## config.mk

```make
export PLATFORM = sky130hd
export DESIGN_NAME = rv32_mini_top
export DESIGN_NICKNAME = d
export VERILOG_FILES = /design/src/rtl/rv32_pkg.sv /design/src/rtl/decode.sv /design/src/rtl/execute.sv /design/src/rtl/fetch_unit.sv /design/src/rtl/mem_writeback.sv /design/src/rtl/register_file.sv /design/src/rtl/rv32_mini_top.sv
export SDC_FILE = /design/constraint.sdc
export NUM_CORES = 2
export LEC_CHECK = 0
export BUFFER_PORTS_ARGS = -buffer_cell sky130_fd_sc_hd__buf_2
export CORE_MARGIN = 5
export CORE_UTILIZATION = 45
export CTS_CLUSTER_SIZE = 8
export DETAILED_ROUTE_END_ITERATION = 10
export PLACE_DENSITY_LB_ADDON = 0.1
export SLEW_MARGIN = 0
export SYNTH_ARGS = -nofsm -noshare
export SYNTH_HDL_FRONTEND = slang
export SYNTH_SLANG_ARGS = --single-unit
```

## constraint.sdc

```tcl
create_clock -name clk_100mhz -period 9.9 [get_ports clk_100mhz]
set_clock_uncertainty 0.1 [all_clocks]
set_input_delay 0.495 -clock clk_100mhz [delete_from_list [all_inputs] [get_ports clk_100mhz]]
set_output_delay 0.495 -clock clk_100mhz [all_outputs]
set_load 0.1 [all_outputs]
```

## src/rtl/rv32_pkg.sv

```systemverilog
package rv32_pkg;

  // base opcodes of the supported instruction groups
  typedef enum logic [6:0] {
    OPC_LUI    = 7'b0110111,
    OPC_AUIPC  = 7'b0010111,
    OPC_JAL    = 7'b1101111,
    OPC_JALR   = 7'b1100111,
    OPC_BRANCH = 7'b1100011,
    OPC_LOAD   = 7'b0000011,
    OPC_STORE  = 7'b0100011,
    OPC_OPIMM  = 7'b0010011,
    OPC_OP     = 7'b0110011
  } opcode_e;

  typedef enum logic [3:0] {
    OP, OPIMM, LUI, AUIPC, JAL, JALR, BRANCH, LOAD, STORE, NOP
  } itype_e;

  typedef enum logic [3:0] {
    ADD, SUB, SLL, SLT, SLTU, XOR, SRL, SRA, OR, AND
  } alu_func_e;

  typedef enum logic [2:0] {
    EQ, NE, LT, GE, LTU, GEU
  } br_func_e;

  // one instruction word, six ways to read it
  typedef union packed {
    struct packed {
      logic [6:0] funct7;
      logic [4:0] rs2;
      logic [4:0] rs1;
      logic [2:0] funct3;
      logic [4:0] rd;
      logic [6:0] opcode;
    } r_fmt;
    struct packed {
      logic [11:0] imm_11_0;
      logic [4:0]  rs1;
      logic [2:0]  funct3;
      logic [4:0]  rd;
      logic [6:0]  opcode;
    } i_fmt;
    struct packed {
      logic [6:0] imm_11_5;
      logic [4:0] rs2;
      logic [4:0] rs1;
      logic [2:0] funct3;
      logic [4:0] imm_4_0;
      logic [6:0] opcode;
    } s_fmt;
    struct packed {
      logic       imm_12;
      logic [5:0] imm_10_5;
      logic [4:0] rs2;
      logic [4:0] rs1;
      logic [2:0] funct3;
      logic [3:0] imm_4_1;
      logic       imm_11;
      logic [6:0] opcode;
    } b_fmt;
    struct packed {
      logic [19:0] imm_31_12;
      logic [4:0]  rd;
      logic [6:0]  opcode;
    } u_fmt;
    struct packed {
      logic       imm_20;
      logic [9:0] imm_10_1;
      logic       imm_11;
      logic [7:0] imm_19_12;
      logic [4:0] rd;
      logic [6:0] opcode;
    } j_fmt;
  } inst_t;

  typedef struct packed {
    itype_e      itype;
    alu_func_e   alu_func;
    br_func_e    br_func;
    logic [4:0]  rs1;
    logic [4:0]  rs2;
    logic [4:0]  rd;
    logic [31:0] imm;
  } dec_t;

  typedef struct packed {
    logic [31:0] result;
    logic [31:0] addr;
    logic [31:0] next_pc;
    logic [31:0] store_data;
  } exe_t;

  typedef struct packed {
    logic [31:0] pc;
    logic [4:0]  rd;
    logic        we;
    logic [31:0] wd;
    logic [31:0] next_pc;
  } retire_t;

  typedef struct packed {
    logic        cyc;
    logic        stb;
    logic        we;
    logic [31:0] adr;
    logic [31:0] dat;
    logic [3:0]  sel;
  } wb_m2s_t;

  typedef struct packed {
    logic        ack;
    logic [31:0] dat;
  } wb_s2m_t;

endpackage

```

## src/rtl/decode.sv

```systemverilog
`timescale 1ns/100ps

module decode import rv32_pkg::*; (
  input  inst_t inst,
  output dec_t  dec
);

  // funct3 to ALU op, alt picks SUB or SRA
  function automatic alu_func_e alu_map(input logic [2:0] funct3, input logic alt);
    case (funct3)
      3'b000:  alu_map = alt ? SUB : ADD;
      3'b001:  alu_map = SLL;
      3'b010:  alu_map = SLT;
      3'b011:  alu_map = SLTU;
      3'b100:  alu_map = XOR;
      3'b101:  alu_map = alt ? SRA : SRL;
      3'b110:  alu_map = OR;
      default: alu_map = AND;
    endcase
  endfunction

  logic [2:0] funct3;
  logic [6:0] funct7;

  assign funct3 = inst.r_fmt.funct3;
  assign funct7 = inst.r_fmt.funct7;

  always_comb begin
    dec          = '0;
    dec.itype    = NOP;
    dec.alu_func = ADD;
    dec.br_func  = EQ;
    dec.rs1      = inst.r_fmt.rs1; // same bit position in every format
    dec.rs2      = inst.r_fmt.rs2;
    case (inst.r_fmt.opcode)
      OPC_OP: begin
        if (funct7 == 7'h00 || (funct7 == 7'h20 && (funct3 == 3'b000 || funct3 == 3'b101))) begin
          dec.itype    = OP;
          dec.alu_func = alu_map(funct3, funct7[5]);
          dec.rd       = inst.r_fmt.rd;
        end
      end
      OPC_OPIMM: begin
        dec.itype    = OPIMM;
        dec.alu_func = alu_map(funct3, funct3 == 3'b101 && funct7[5]);
        dec.rd       = inst.i_fmt.rd;
        dec.imm      = {{20{inst.i_fmt.imm_11_0[11]}}, inst.i_fmt.imm_11_0};
      end
      OPC_LUI, OPC_AUIPC: begin
        dec.itype = (inst.u_fmt.opcode == OPC_LUI) ? LUI : AUIPC;
        dec.rd    = inst.u_fmt.rd;
        dec.imm   = {inst.u_fmt.imm_31_12, 12'b0};
      end
      OPC_JAL: begin
        dec.itype = JAL;
        dec.rd    = inst.j_fmt.rd;
        dec.imm   = {{11{inst.j_fmt.imm_20}}, inst.j_fmt.imm_20, inst.j_fmt.imm_19_12,
                     inst.j_fmt.imm_11, inst.j_fmt.imm_10_1, 1'b0};
      end
      OPC_JALR: begin
        dec.itype = JALR;
        dec.rd    = inst.i_fmt.rd;
        dec.imm   = {{20{inst.i_fmt.imm_11_0[11]}}, inst.i_fmt.imm_11_0};
      end
      OPC_BRANCH: begin
        dec.imm = {{19{inst.b_fmt.imm_12}}, inst.b_fmt.imm_12, inst.b_fmt.imm_11,
                   inst.b_fmt.imm_10_5, inst.b_fmt.imm_4_1, 1'b0};
        dec.itype = BRANCH;
        case (funct3)
          3'b000:  dec.br_func = EQ;
          3'b001:  dec.br_func = NE;
          3'b100:  dec.br_func = LT;
          3'b101:  dec.br_func = GE;
          3'b110:  dec.br_func = LTU;
          3'b111:  dec.br_func = GEU;
          default: dec.itype   = NOP;
        endcase
      end
      OPC_LOAD: begin
        if (funct3 == 3'b010) begin // LW only
          dec.itype = LOAD;
          dec.rd    = inst.i_fmt.rd;
          dec.imm   = {{20{inst.i_fmt.imm_11_0[11]}}, inst.i_fmt.imm_11_0};
        end
      end
      OPC_STORE: begin
        if (funct3 == 3'b010) begin
          dec.itype = STORE;
          dec.imm   = {{20{inst.s_fmt.imm_11_5[6]}}, inst.s_fmt.imm_11_5, inst.s_fmt.imm_4_0};
        end
      end
      default: dec.itype = NOP; // unknown opcode retires as no-op
    endcase
  end

endmodule

```

## src/rtl/execute.sv

```systemverilog
`timescale 1ns/100ps

module execute import rv32_pkg::*; (
  input  dec_t        dec,
  input  logic [31:0] pc,
  input  logic [31:0] rval1,
  input  logic [31:0] rval2,
  output exe_t        exe
);

  logic [31:0] op_b;
  logic [31:0] alu_out;
  logic [31:0] target;
  logic        taken;

  assign op_b = (dec.itype == OP) ? rval2 : dec.imm;

  always_comb begin
    case (dec.alu_func)
      ADD:     alu_out = rval1 + op_b;
      SUB:     alu_out = rval1 - op_b;
      SLL:     alu_out = rval1 << op_b[4:0];
      SLT:     alu_out = {31'b0, $signed(rval1) < $signed(op_b)};
      SLTU:    alu_out = {31'b0, rval1 < op_b};
      XOR:     alu_out = rval1 ^ op_b;
      SRL:     alu_out = rval1 >> op_b[4:0];
      SRA:     alu_out = $signed(rval1) >>> op_b[4:0];
      OR:      alu_out = rval1 | op_b;
      default: alu_out = rval1 & op_b;
    endcase
  end

  always_comb begin
    case (dec.br_func)
      EQ:      taken = (rval1 == rval2);
      NE:      taken = (rval1 != rval2);
      LT:      taken = ($signed(rval1) < $signed(rval2));
      GE:      taken = ($signed(rval1) >= $signed(rval2));
      LTU:     taken = (rval1 < rval2);
      default: taken = (rval1 >= rval2);
    endcase
  end

  assign target = pc + dec.imm; // branch and JAL target

  always_comb begin
    case (dec.itype)
      LUI:       exe.result = dec.imm;
      AUIPC:     exe.result = target;
      JAL, JALR: exe.result = pc + 32'd4; // link address
      default:   exe.result = alu_out;
    endcase

    case (dec.itype)
      JAL:     exe.next_pc = target;
      JALR:    exe.next_pc = (rval1 + dec.imm) & ~32'd1;
      BRANCH:  exe.next_pc = taken ? target : pc + 32'd4;
      default: exe.next_pc = pc + 32'd4;
    endcase
  end

  assign exe.addr       = rval1 + dec.imm;
  assign exe.store_data = rval2;

endmodule

```

## src/rtl/fetch_unit.sv

```systemverilog
`timescale 1ns/100ps

module fetch_unit import rv32_pkg::*; #(
  parameter logic [31:0] reset_pc = 32'h0
) (
  input  logic        clk_100mhz,
  input  logic        sys_rst,
  output wb_m2s_t     ibus_m2s,
  input  wb_s2m_t     ibus_s2m,
  input  logic [31:0] next_pc,
  input  logic        done,
  output logic [31:0] pc,
  output inst_t       inst,
  output logic        inst_ready
);

  typedef enum logic {FETCHING, EXECUTING} state_e;

  state_e state;
  logic   req; // cyc and stb of the instruction bus

  always_ff @(posedge clk_100mhz) begin
    if (sys_rst) begin
      state <= FETCHING;
      req   <= 1'b0;
      pc    <= reset_pc;
    end else begin
      case (state)
        FETCHING: begin
          if (req && ibus_s2m.ack) begin
            req   <= 1'b0; // drop in the cycle after ack
            state <= EXECUTING;
          end else begin
            req <= 1'b1;
          end
        end
        EXECUTING: begin
          if (done) begin
            pc    <= next_pc;
            req   <= 1'b1; // next fetch right away
            state <= FETCHING;
          end
        end
        default: state <= FETCHING;
      endcase
    end
  end

  // latch the fetched word
  always_ff @(posedge clk_100mhz) begin
    if (state == FETCHING && req && ibus_s2m.ack) inst <= ibus_s2m.dat;
  end

  assign inst_ready = (state == EXECUTING);

  assign ibus_m2s.cyc = req;
  assign ibus_m2s.stb = req;
  assign ibus_m2s.we  = 1'b0;
  assign ibus_m2s.adr = pc;
  assign ibus_m2s.dat = '0;
  assign ibus_m2s.sel = 4'hf; // word reads only

endmodule

```

## src/rtl/mem_writeback.sv

```systemverilog
`timescale 1ns/100ps

module mem_writeback import rv32_pkg::*; (
  input  logic        clk_100mhz,
  input  logic        sys_rst,
  input  logic        inst_ready,
  input  dec_t        dec,
  input  exe_t        exe,
  input  logic [31:0] pc,
  output wb_m2s_t     dbus_m2s,
  input  wb_s2m_t     dbus_s2m,
  output logic        we,
  output logic [4:0]  wa,
  output logic [31:0] wd,
  output logic        done,
  output logic        retire_valid,
  output retire_t     retire
);

  logic is_mem;
  logic writes_rd;
  logic req;

  assign is_mem = (dec.itype == LOAD) || (dec.itype == STORE);

  // branch, store and no-op never write
  assign writes_rd = (dec.itype != BRANCH) && (dec.itype != STORE) && (dec.itype != NOP)
                     && (dec.rd != 5'd0);

  // held from the first execute cycle until ack, drops once fetch resumes
  assign req = inst_ready && is_mem;

  assign dbus_m2s.cyc = req;
  assign dbus_m2s.stb = req;
  assign dbus_m2s.we  = (dec.itype == STORE);
  assign dbus_m2s.adr = exe.addr;
  assign dbus_m2s.dat = exe.store_data;
  assign dbus_m2s.sel = 4'hf;

  assign done = inst_ready && (!is_mem || dbus_s2m.ack);

  assign we = done && writes_rd;
  assign wa = dec.rd;
  assign wd = (dec.itype == LOAD) ? dbus_s2m.dat : exe.result; // load data valid with ack

  always_ff @(posedge clk_100mhz) begin
    if (sys_rst) begin
      retire_valid <= 1'b0;
    end else begin
      retire_valid <= done;
    end
  end

  // record of the instruction just completed
  always_ff @(posedge clk_100mhz) begin
    if (done) begin
      retire.pc      <= pc;
      retire.rd      <= dec.rd;
      retire.we      <= writes_rd;
      retire.wd      <= wd;
      retire.next_pc <= exe.next_pc;
    end
  end

endmodule

```

## src/rtl/register_file.sv

```systemverilog
`timescale 1ns/100ps

module register_file (
  input  logic        clk_100mhz,
  input  logic        sys_rst,
  input  logic [4:0]  rs1,
  input  logic [4:0]  rs2,
  input  logic        we,
  input  logic [4:0]  wa,
  input  logic [31:0] wd,
  output logic [31:0] rval1,
  output logic [31:0] rval2
);

  logic [31:0] regs [1:31]; // x0 has no storage

  always_ff @(posedge clk_100mhz) begin
    if (sys_rst) begin
      for (int i = 1; i < 32; i++) regs[i] <= '0;
    end else if (we && wa != 5'd0) begin
      regs[wa] <= wd;
    end
  end

  // x0 reads zero
  assign rval1 = (rs1 == 5'd0) ? '0 : regs[rs1];
  assign rval2 = (rs2 == 5'd0) ? '0 : regs[rs2];

endmodule

```

## src/rtl/rv32_mini_top.sv

```systemverilog
`timescale 1ns/100ps

module rv32_mini_top import rv32_pkg::*; #(
  parameter logic [31:0] reset_pc = 32'h0
) (
  input  logic    clk_100mhz,
  input  logic    sys_rst,
  output wb_m2s_t ibus_m2s,
  input  wb_s2m_t ibus_s2m,
  output wb_m2s_t dbus_m2s,
  input  wb_s2m_t dbus_s2m,
  output logic    retire_valid,
  output retire_t retire
);

  logic [31:0] pc;
  inst_t       inst;
  logic        inst_ready;
  logic        done;
  dec_t        dec;
  exe_t        exe;
  logic [31:0] rval1;
  logic [31:0] rval2;
  logic        we;
  logic [4:0]  wa;
  logic [31:0] wd;

  fetch_unit #(.reset_pc(reset_pc)) u_fetch (
    .clk_100mhz (clk_100mhz),
    .sys_rst    (sys_rst),
    .ibus_m2s   (ibus_m2s),
    .ibus_s2m   (ibus_s2m),
    .next_pc    (exe.next_pc),
    .done       (done),
    .pc         (pc),
    .inst       (inst),
    .inst_ready (inst_ready)
  );

  decode u_decode (
    .inst (inst),
    .dec  (dec)
  );

  register_file u_regs (
    .clk_100mhz (clk_100mhz),
    .sys_rst    (sys_rst),
    .rs1        (dec.rs1),
    .rs2        (dec.rs2),
    .we         (we),
    .wa         (wa),
    .wd         (wd),
    .rval1      (rval1),
    .rval2      (rval2)
  );

  execute u_execute (
    .dec   (dec),
    .pc    (pc),
    .rval1 (rval1),
    .rval2 (rval2),
    .exe   (exe)
  );

  mem_writeback u_mem_wb (
    .clk_100mhz   (clk_100mhz),
    .sys_rst      (sys_rst),
    .inst_ready   (inst_ready),
    .dec          (dec),
    .exe          (exe),
    .pc           (pc),
    .dbus_m2s     (dbus_m2s),
    .dbus_s2m     (dbus_s2m),
    .we           (we),
    .wa           (wa),
    .wd           (wd),
    .done         (done),
    .retire_valid (retire_valid),
    .retire       (retire)
  );

endmodule

```

* After elaboration in Yosys (flattened, before gate mapping)
Memories as Yosys holds them, arrays and structs flattened. A register that Yosys moved wholly into a read port is not among the register bits.
Index checks and enable logic that the tools add are counted.
** Word-level totals
- Memory bits (writable) :: 992
- Flip-flop bits (word level) :: 169
- Logic and storage cells :: 148
- Memories :: 1
- Bits in read-only memories :: 0
- Output and inout bits :: 245
- Bits of input ports :: 68
- Bits in latches :: 0
** Cells by class
- Magnitude comparators :: 6
- Reductions and logical operators :: 32
- Bitwise gates (word level) :: 4
- Divide/modulo/power cells :: 0
- Shift-type cells :: 3
- Muxes and demuxes :: 45
- Add/sub/neg operators :: 5
- Multipliers :: 0
- Equal/unequal tests :: 42
** Memory list
- u_regs.regs :: depth 31, bits a word 32, rd ports 2, clocked after Yosys merged registers in 2, wr ports 31, line register_file.sv:15 : logic [31:0] regs [1:31];
** Operators with widths (count)
- one-hot mux 32 bit (9 select lines) :: 1
- two-way mux 32 bit :: 7
- one-hot mux 32 bit (3 select lines) :: 2
- one-hot mux 32 bit (6 select lines) :: 1
- < comparator 32 bit :: 4
- adder 32 bit :: 3
- greater-or-equal comparator 32 bit :: 2
- one-hot mux 4 bit (7 select lines) :: 2
- two-way mux 37 bit :: 1
- adder 32 x 3 -> 32 bit (second input constant) :: 1
- AND 32 bit :: 1
- equality test 32 bit :: 1
- equality test 4 x 3 -> 1 bit (second input constant) :: 8
- != test 32 bit :: 1
- OR 32 bit :: 1
- one-hot mux 4 bit (8 select lines) :: 1
- OR reduction 32 bit :: 1
- << shifter 32 x 5 -> 32 bit :: 1
- right shift 32 x 5 -> 32 bit :: 1
- >>> shifter 32 x 5 -> 32 bit :: 1
- subtractor 32 bit :: 1
- XOR 32 bit :: 1
- equality test 7 x 6 -> 1 bit (second input constant) :: 4
- equality test 7 bit (second input constant) :: 3
- other kinds (34) :: 87

* Depth between registers and ports, before layout
- Word-level depth :: 18
- Depth in mapped cells :: 28
- Mapped depth without buffers :: 21

* Modules after synthesis
Synthesis repeated with hierarchy kept, for this count alone.
** Second synthesis, totals
- Cells, all modules :: 6716
- Area, all modules :: 77857.2 sq um
** Modules (own cells, without submodules)
- register_file :: cells an instance 3765, instances 1, area an instance 54628.6 sq um, seq. area each 30749.5 sq um
- execute :: cells an instance 2336, instances 1, area an instance 15280.9 sq um, seq. area each 0.0 sq um
- mem_writeback :: cells an instance 226, instances 1, area an instance 4131.5 sq um, seq. area each 3083.0 sq um
- fetch_unit :: cells an instance 258, instances 1, area an instance 2961.6 sq um, seq. area each 1641.6 sq um
- decode :: cells an instance 131, instances 1, area an instance 854.6 sq um, seq. area each 0.0 sq um

* Worst setup path before layout
No wires, ideal clock.
- Path type :: register -> register
- Start point :: register with a tool-made name
- End point :: register, netlist name u_mem_wb.retire[32]
- Required time :: 9.531 ns
- Buffers on the path :: 7
- Setup slack :: 3.075 ns
- Clock period less this slack :: 6.825 ns
- Cell stages (with the launch flop) :: 26
- Arrival time :: 6.456 ns
- Setup time :: 0.269 ns
- Cells stage by stage :: dfxtp_1 buf_6 buf_8 buf_2 buf_1 buf_1 mux4_2 mux4_2 mux2i_1 nor2_1 inv_1 a21boi_0 ha_1 clkbuf_1 or4_1 nor4_1 o311a_1 o41ai_1 o41ai_1 nand4_1 nand2_1 o21ai_0 and3_1 a2111oi_2 buf_2 nor2_1

==> impl_metrics.env <==
export IMPL_status="finished, final reports clean"
export IMPL_slowest_delay_ns=0.81
export IMPL_final_cell_area_um2=84900
export IMPL_grt_max_degree=112
export IMPL_placed_area_um2=79900
export IMPL_fin_nets=7055
export IMPL_drive_gt1_share_pct=22.1
export IMPL_synth_top_cells_by_area="edfxtp_1 46%, mux4_2 14%, nor2_1 6.0%"
export IMPL_maxCapViolCount=0
export IMPL_preCtsSetupSlack_ns=1.22
export IMPL_max_freq_ghz=0.113
export IMPL_vias=62174
export IMPL_synth_top_cell_area_share_pct=45.7
export IMPL_dieHeight_um=421
export IMPL_die_x_um=421
export IMPL_synth_yosys_seq_area_share_pct=46.9
export IMPL_worstPathCellList="buf_4 > mux4_2 > mux4_2 > mux2_2 > o21ai_0 > nand2_1 > a21boi_0 > ha_1 > nor3_1 > and3_1 > nand3b_1 > o31a_1 > a31o_2 > a2111oi_0 > o21a_1 > o2111ai_1 > a221oi_1 > nand4_1 > nand2_1 > buf_4 > inv_1"
export IMPL_cp_max_fo=32
export IMPL_tightest_slew_ns=1.45
export IMPL_io_pins=313
export IMPL_worstSetupPathType="reg2reg"
export IMPL_hpwl_um=247000
export IMPL_finalCritPeriodShare_pct=89.3
export IMPL_p_sw_w=0.00577
export IMPL_yosys_area_top_type="edfxtp_1"
export IMPL_portBuffers=271
export IMPL_synth_top_flop_cell="edfxtp_1"
export IMPL_clk_path_buf_depth=3
export IMPL_worst_path_buf_inv=3
export IMPL_synth_seq_cells=1203
export IMPL_synthCells=6617
export IMPL_arrival_ns=9.29
export IMPL_swShare_pct=36.3
export IMPL_period_needed_ns=8.84
export IMPL_p_int_w=0.0101
export IMPL_fin_total_pwr_w=0.0159
export IMPL_h_tree_depth=4
export IMPL_wl_per_cell_um=39.3
export IMPL_cp_top_family="compound AO/OA/AOI/OAI gates"
export IMPL_post_route_drc_count=0
export IMPL_pwr_share_clk_pct=33.4
export IMPL_clkLatencyLatePin_ns=0.85
export IMPL_rows=151
export IMPL_setup_slack_ns=1.06
export IMPL_synth_area_um2=76100
export IMPL_startpoint_type="flop"
export IMPL_p_seq_share_pct=37.6
export IMPL_crit_required_ns=10.35
export IMPL_powerDensity_nw_per_um2=187
export IMPL_synth_edf_count=1158
export IMPL_cts_resized=0
export IMPL_clock_sinks=1203
export IMPL_hold_start="dbus_s2m[21]"
export IMPL_tns_ns=0
export IMPL_ant_nets=0
export IMPL_p_comb_share_pct=29.0
export IMPL_ys_types=124
export IMPL_cts_root_buffer="clkbuf_16"
export IMPL_setup_viol=0
export IMPL_rrSetupSlack_ns=1.06
export IMPL_area_growth_pct=11.5
export IMPL_async_flop_share_pct=0
export IMPL_clk_pin_slew_ns=0.05
export IMPL_ir_worst_vdd_uv=162
export IMPL_grt_pass1_wl_um=488000
export IMPL_die_area_um2=177000
export IMPL_antenna_found_initial=20
export IMPL_hold_viol=0
export IMPL_crit_slowest_cell="dfxtp_4"
export IMPL_grt_pass1_vias=59680
export IMPL_grt_overflow_total=0
export IMPL_cts_tree="yes"
export IMPL_drt_first_pass_iters=8
export IMPL_fill_cells=15020
export IMPL_report_final_slew_viol_count=0
export IMPL_place_congestion=1.02
export IMPL_drt_iter0_markers=9256
export IMPL_post_synth_cell_area_avg_um2=11.5
export IMPL_routed_wirelength_um=356000
export IMPL_initial_core_util_pct=45.1
export IMPL_power_leakage_nw=32.6
export IMPL_worst_hold_path_type="in2reg"
export IMPL_track_usage_pct=39.0
export IMPL_slew_headroom_pct=2.32
export IMPL_cp_end_kind="flop"
export IMPL_numCtsBuffers=169
export IMPL_vias_per_cell=6.86
export IMPL_core_area_um2=169000
export IMPL_yosysWarnings=0
export IMPL_rsz0062_at_grt="no"
final cells by class:
| type | instances | area (um^2) | area share (%) |
|---|---|---|---|
| Timing Repair Buffer | 598 | 4040 | 4.76 |
| Clock buffer | 202 | 4400 | 5.18 |
| Antenna cell | 8 | 20.0 | 0.0236 |
| Multi-Input combinational cell | 4608 | 36900 | 43.5 |
| Sequential cell | 1203 | 35700 | 42.1 |
| Inverter | 211 | 797 | 0.939 |
| Tap cell | 2218 | 2780 | 3.27 |
| Clock inverter | 15 | 205 | 0.242 |
power groups by stage:
stage	sequential [W]	clock [W]	combinational, W
after CTS	0.00598	0.00535	0.00447
after global placement	0.00607	0	0.00447
final	0.00599	0.00531	0.00461
after floorplan	0.00608	0	0.00284
after detailed placement	0.00608	0	0.00445
after global routing	0.00600	0.00557	0.00471
per-layer routing:
metal  vias to the layer above  routed length, um  track usage, %
li1                      25194                  -               -
met1                     31606             132000            50.0
met2                      4396             160000            60.3
met3                       968              37000            8.95
met4                        10              26800            24.1
met5                         -                 67               0
metrics by stage:
step / hold slack [ns] / util (%) / cells
6_report: 0.254 / 50.3 / 9063
4_1_cts: 0.181 / 50.3 / 9054
2_1_floorplan: 0.394 / - / 6688
5_1_grt: 0.244 / 50.3 / 9056
3_5_place_dp: 0.435 / 47.4 / 8804
3_3_place_gp: 0.417 / 47.4 / 8804
cells by family (layout without fill, tap and decap cells):
kind of cell    after synthesis  count (layout)  synth area share (%)
mux                         830             830                  19.0
other cells                   2              81               0.00987
fa+ha+maj                   196             196                  3.26
compound gates             1268            1268                  11.8
flops                      1203            1203                  46.9
buf+inv                     877            1026                  5.68
xor+xnor                     97              97                  1.12
simple gates               2144            2144                  12.3
layout by cell type (no fill, tap or decap), types with 31 or more instances in the layout:
cell / n
a211oi_1: 65
a21o_1: 91
a21oi_1: 269
a22oi_1: 120
and2_1: 35
and3_1: 37
buf_2: 271
buf_4: 282
clkbuf_1: 31
clkbuf_16: 171
conb_1: 73
dfxtp_1: 36
dlygate4sd3_1: 33
edfxtp_1: 1158
ha_1: 192
inv_1: 191
mux2_2: 49
mux2i_1: 296
mux4_2: 482
nand2_1: 335
nand2_2: 33
nand2b_1: 41
nand3_1: 97
nand4_1: 37
nor2_1: 1215
nor3_1: 99
o211ai_1: 45
o21a_1: 42
o21ai_0: 172
o21bai_1: 33
o22ai_1: 50
xnor2_1: 64
xor2_1: 33
what timing repair did:
action / CTS / global route
endpoints found under the hold margin: 44 / 0
hold buffers: 33 / 0
setup buffers: 0 / 0
sequential cells by signal, summed over array words and instances, names as in the netlist, named ones only:
name,cells
u_fetch.pc,32
u_fetch.req,1
u_mem_wb.retire,102
u_regs.regs,1024
u_mem_wb.retire_valid,1
u_fetch.inst_ready,1
u_fetch.inst,32
synthesized netlist by cell type (98+ instances only):
library cell and instances:
nor2_1 1221, edfxtp_1 1158, mux4_2 482, nand2_1 367, mux2i_1 296, clkbuf_1 282
a21oi_1 273, ha_1 192, inv_1 192, o21ai_0 173, buf_2 154, buf_4 148
a22oi_1 121, nor3_1 105, nand3_1 98
worst min-delay path: stages:
cell,delay (ns)
buf_2,0.15
o32ai_4,0.25
nor2_1,0.15
path summary, 6_finish.rpt:
path              depth (start not counted)                   to
hold reg to reg                           2          u_fetch.req
setup / recovery                         21  u_mem_wb.retire[63]
setup reg to reg                         21  u_mem_wb.retire[63]
hold / removal                            3  u_regs.regs[24][21]
(Power assumes the default switching activity.)
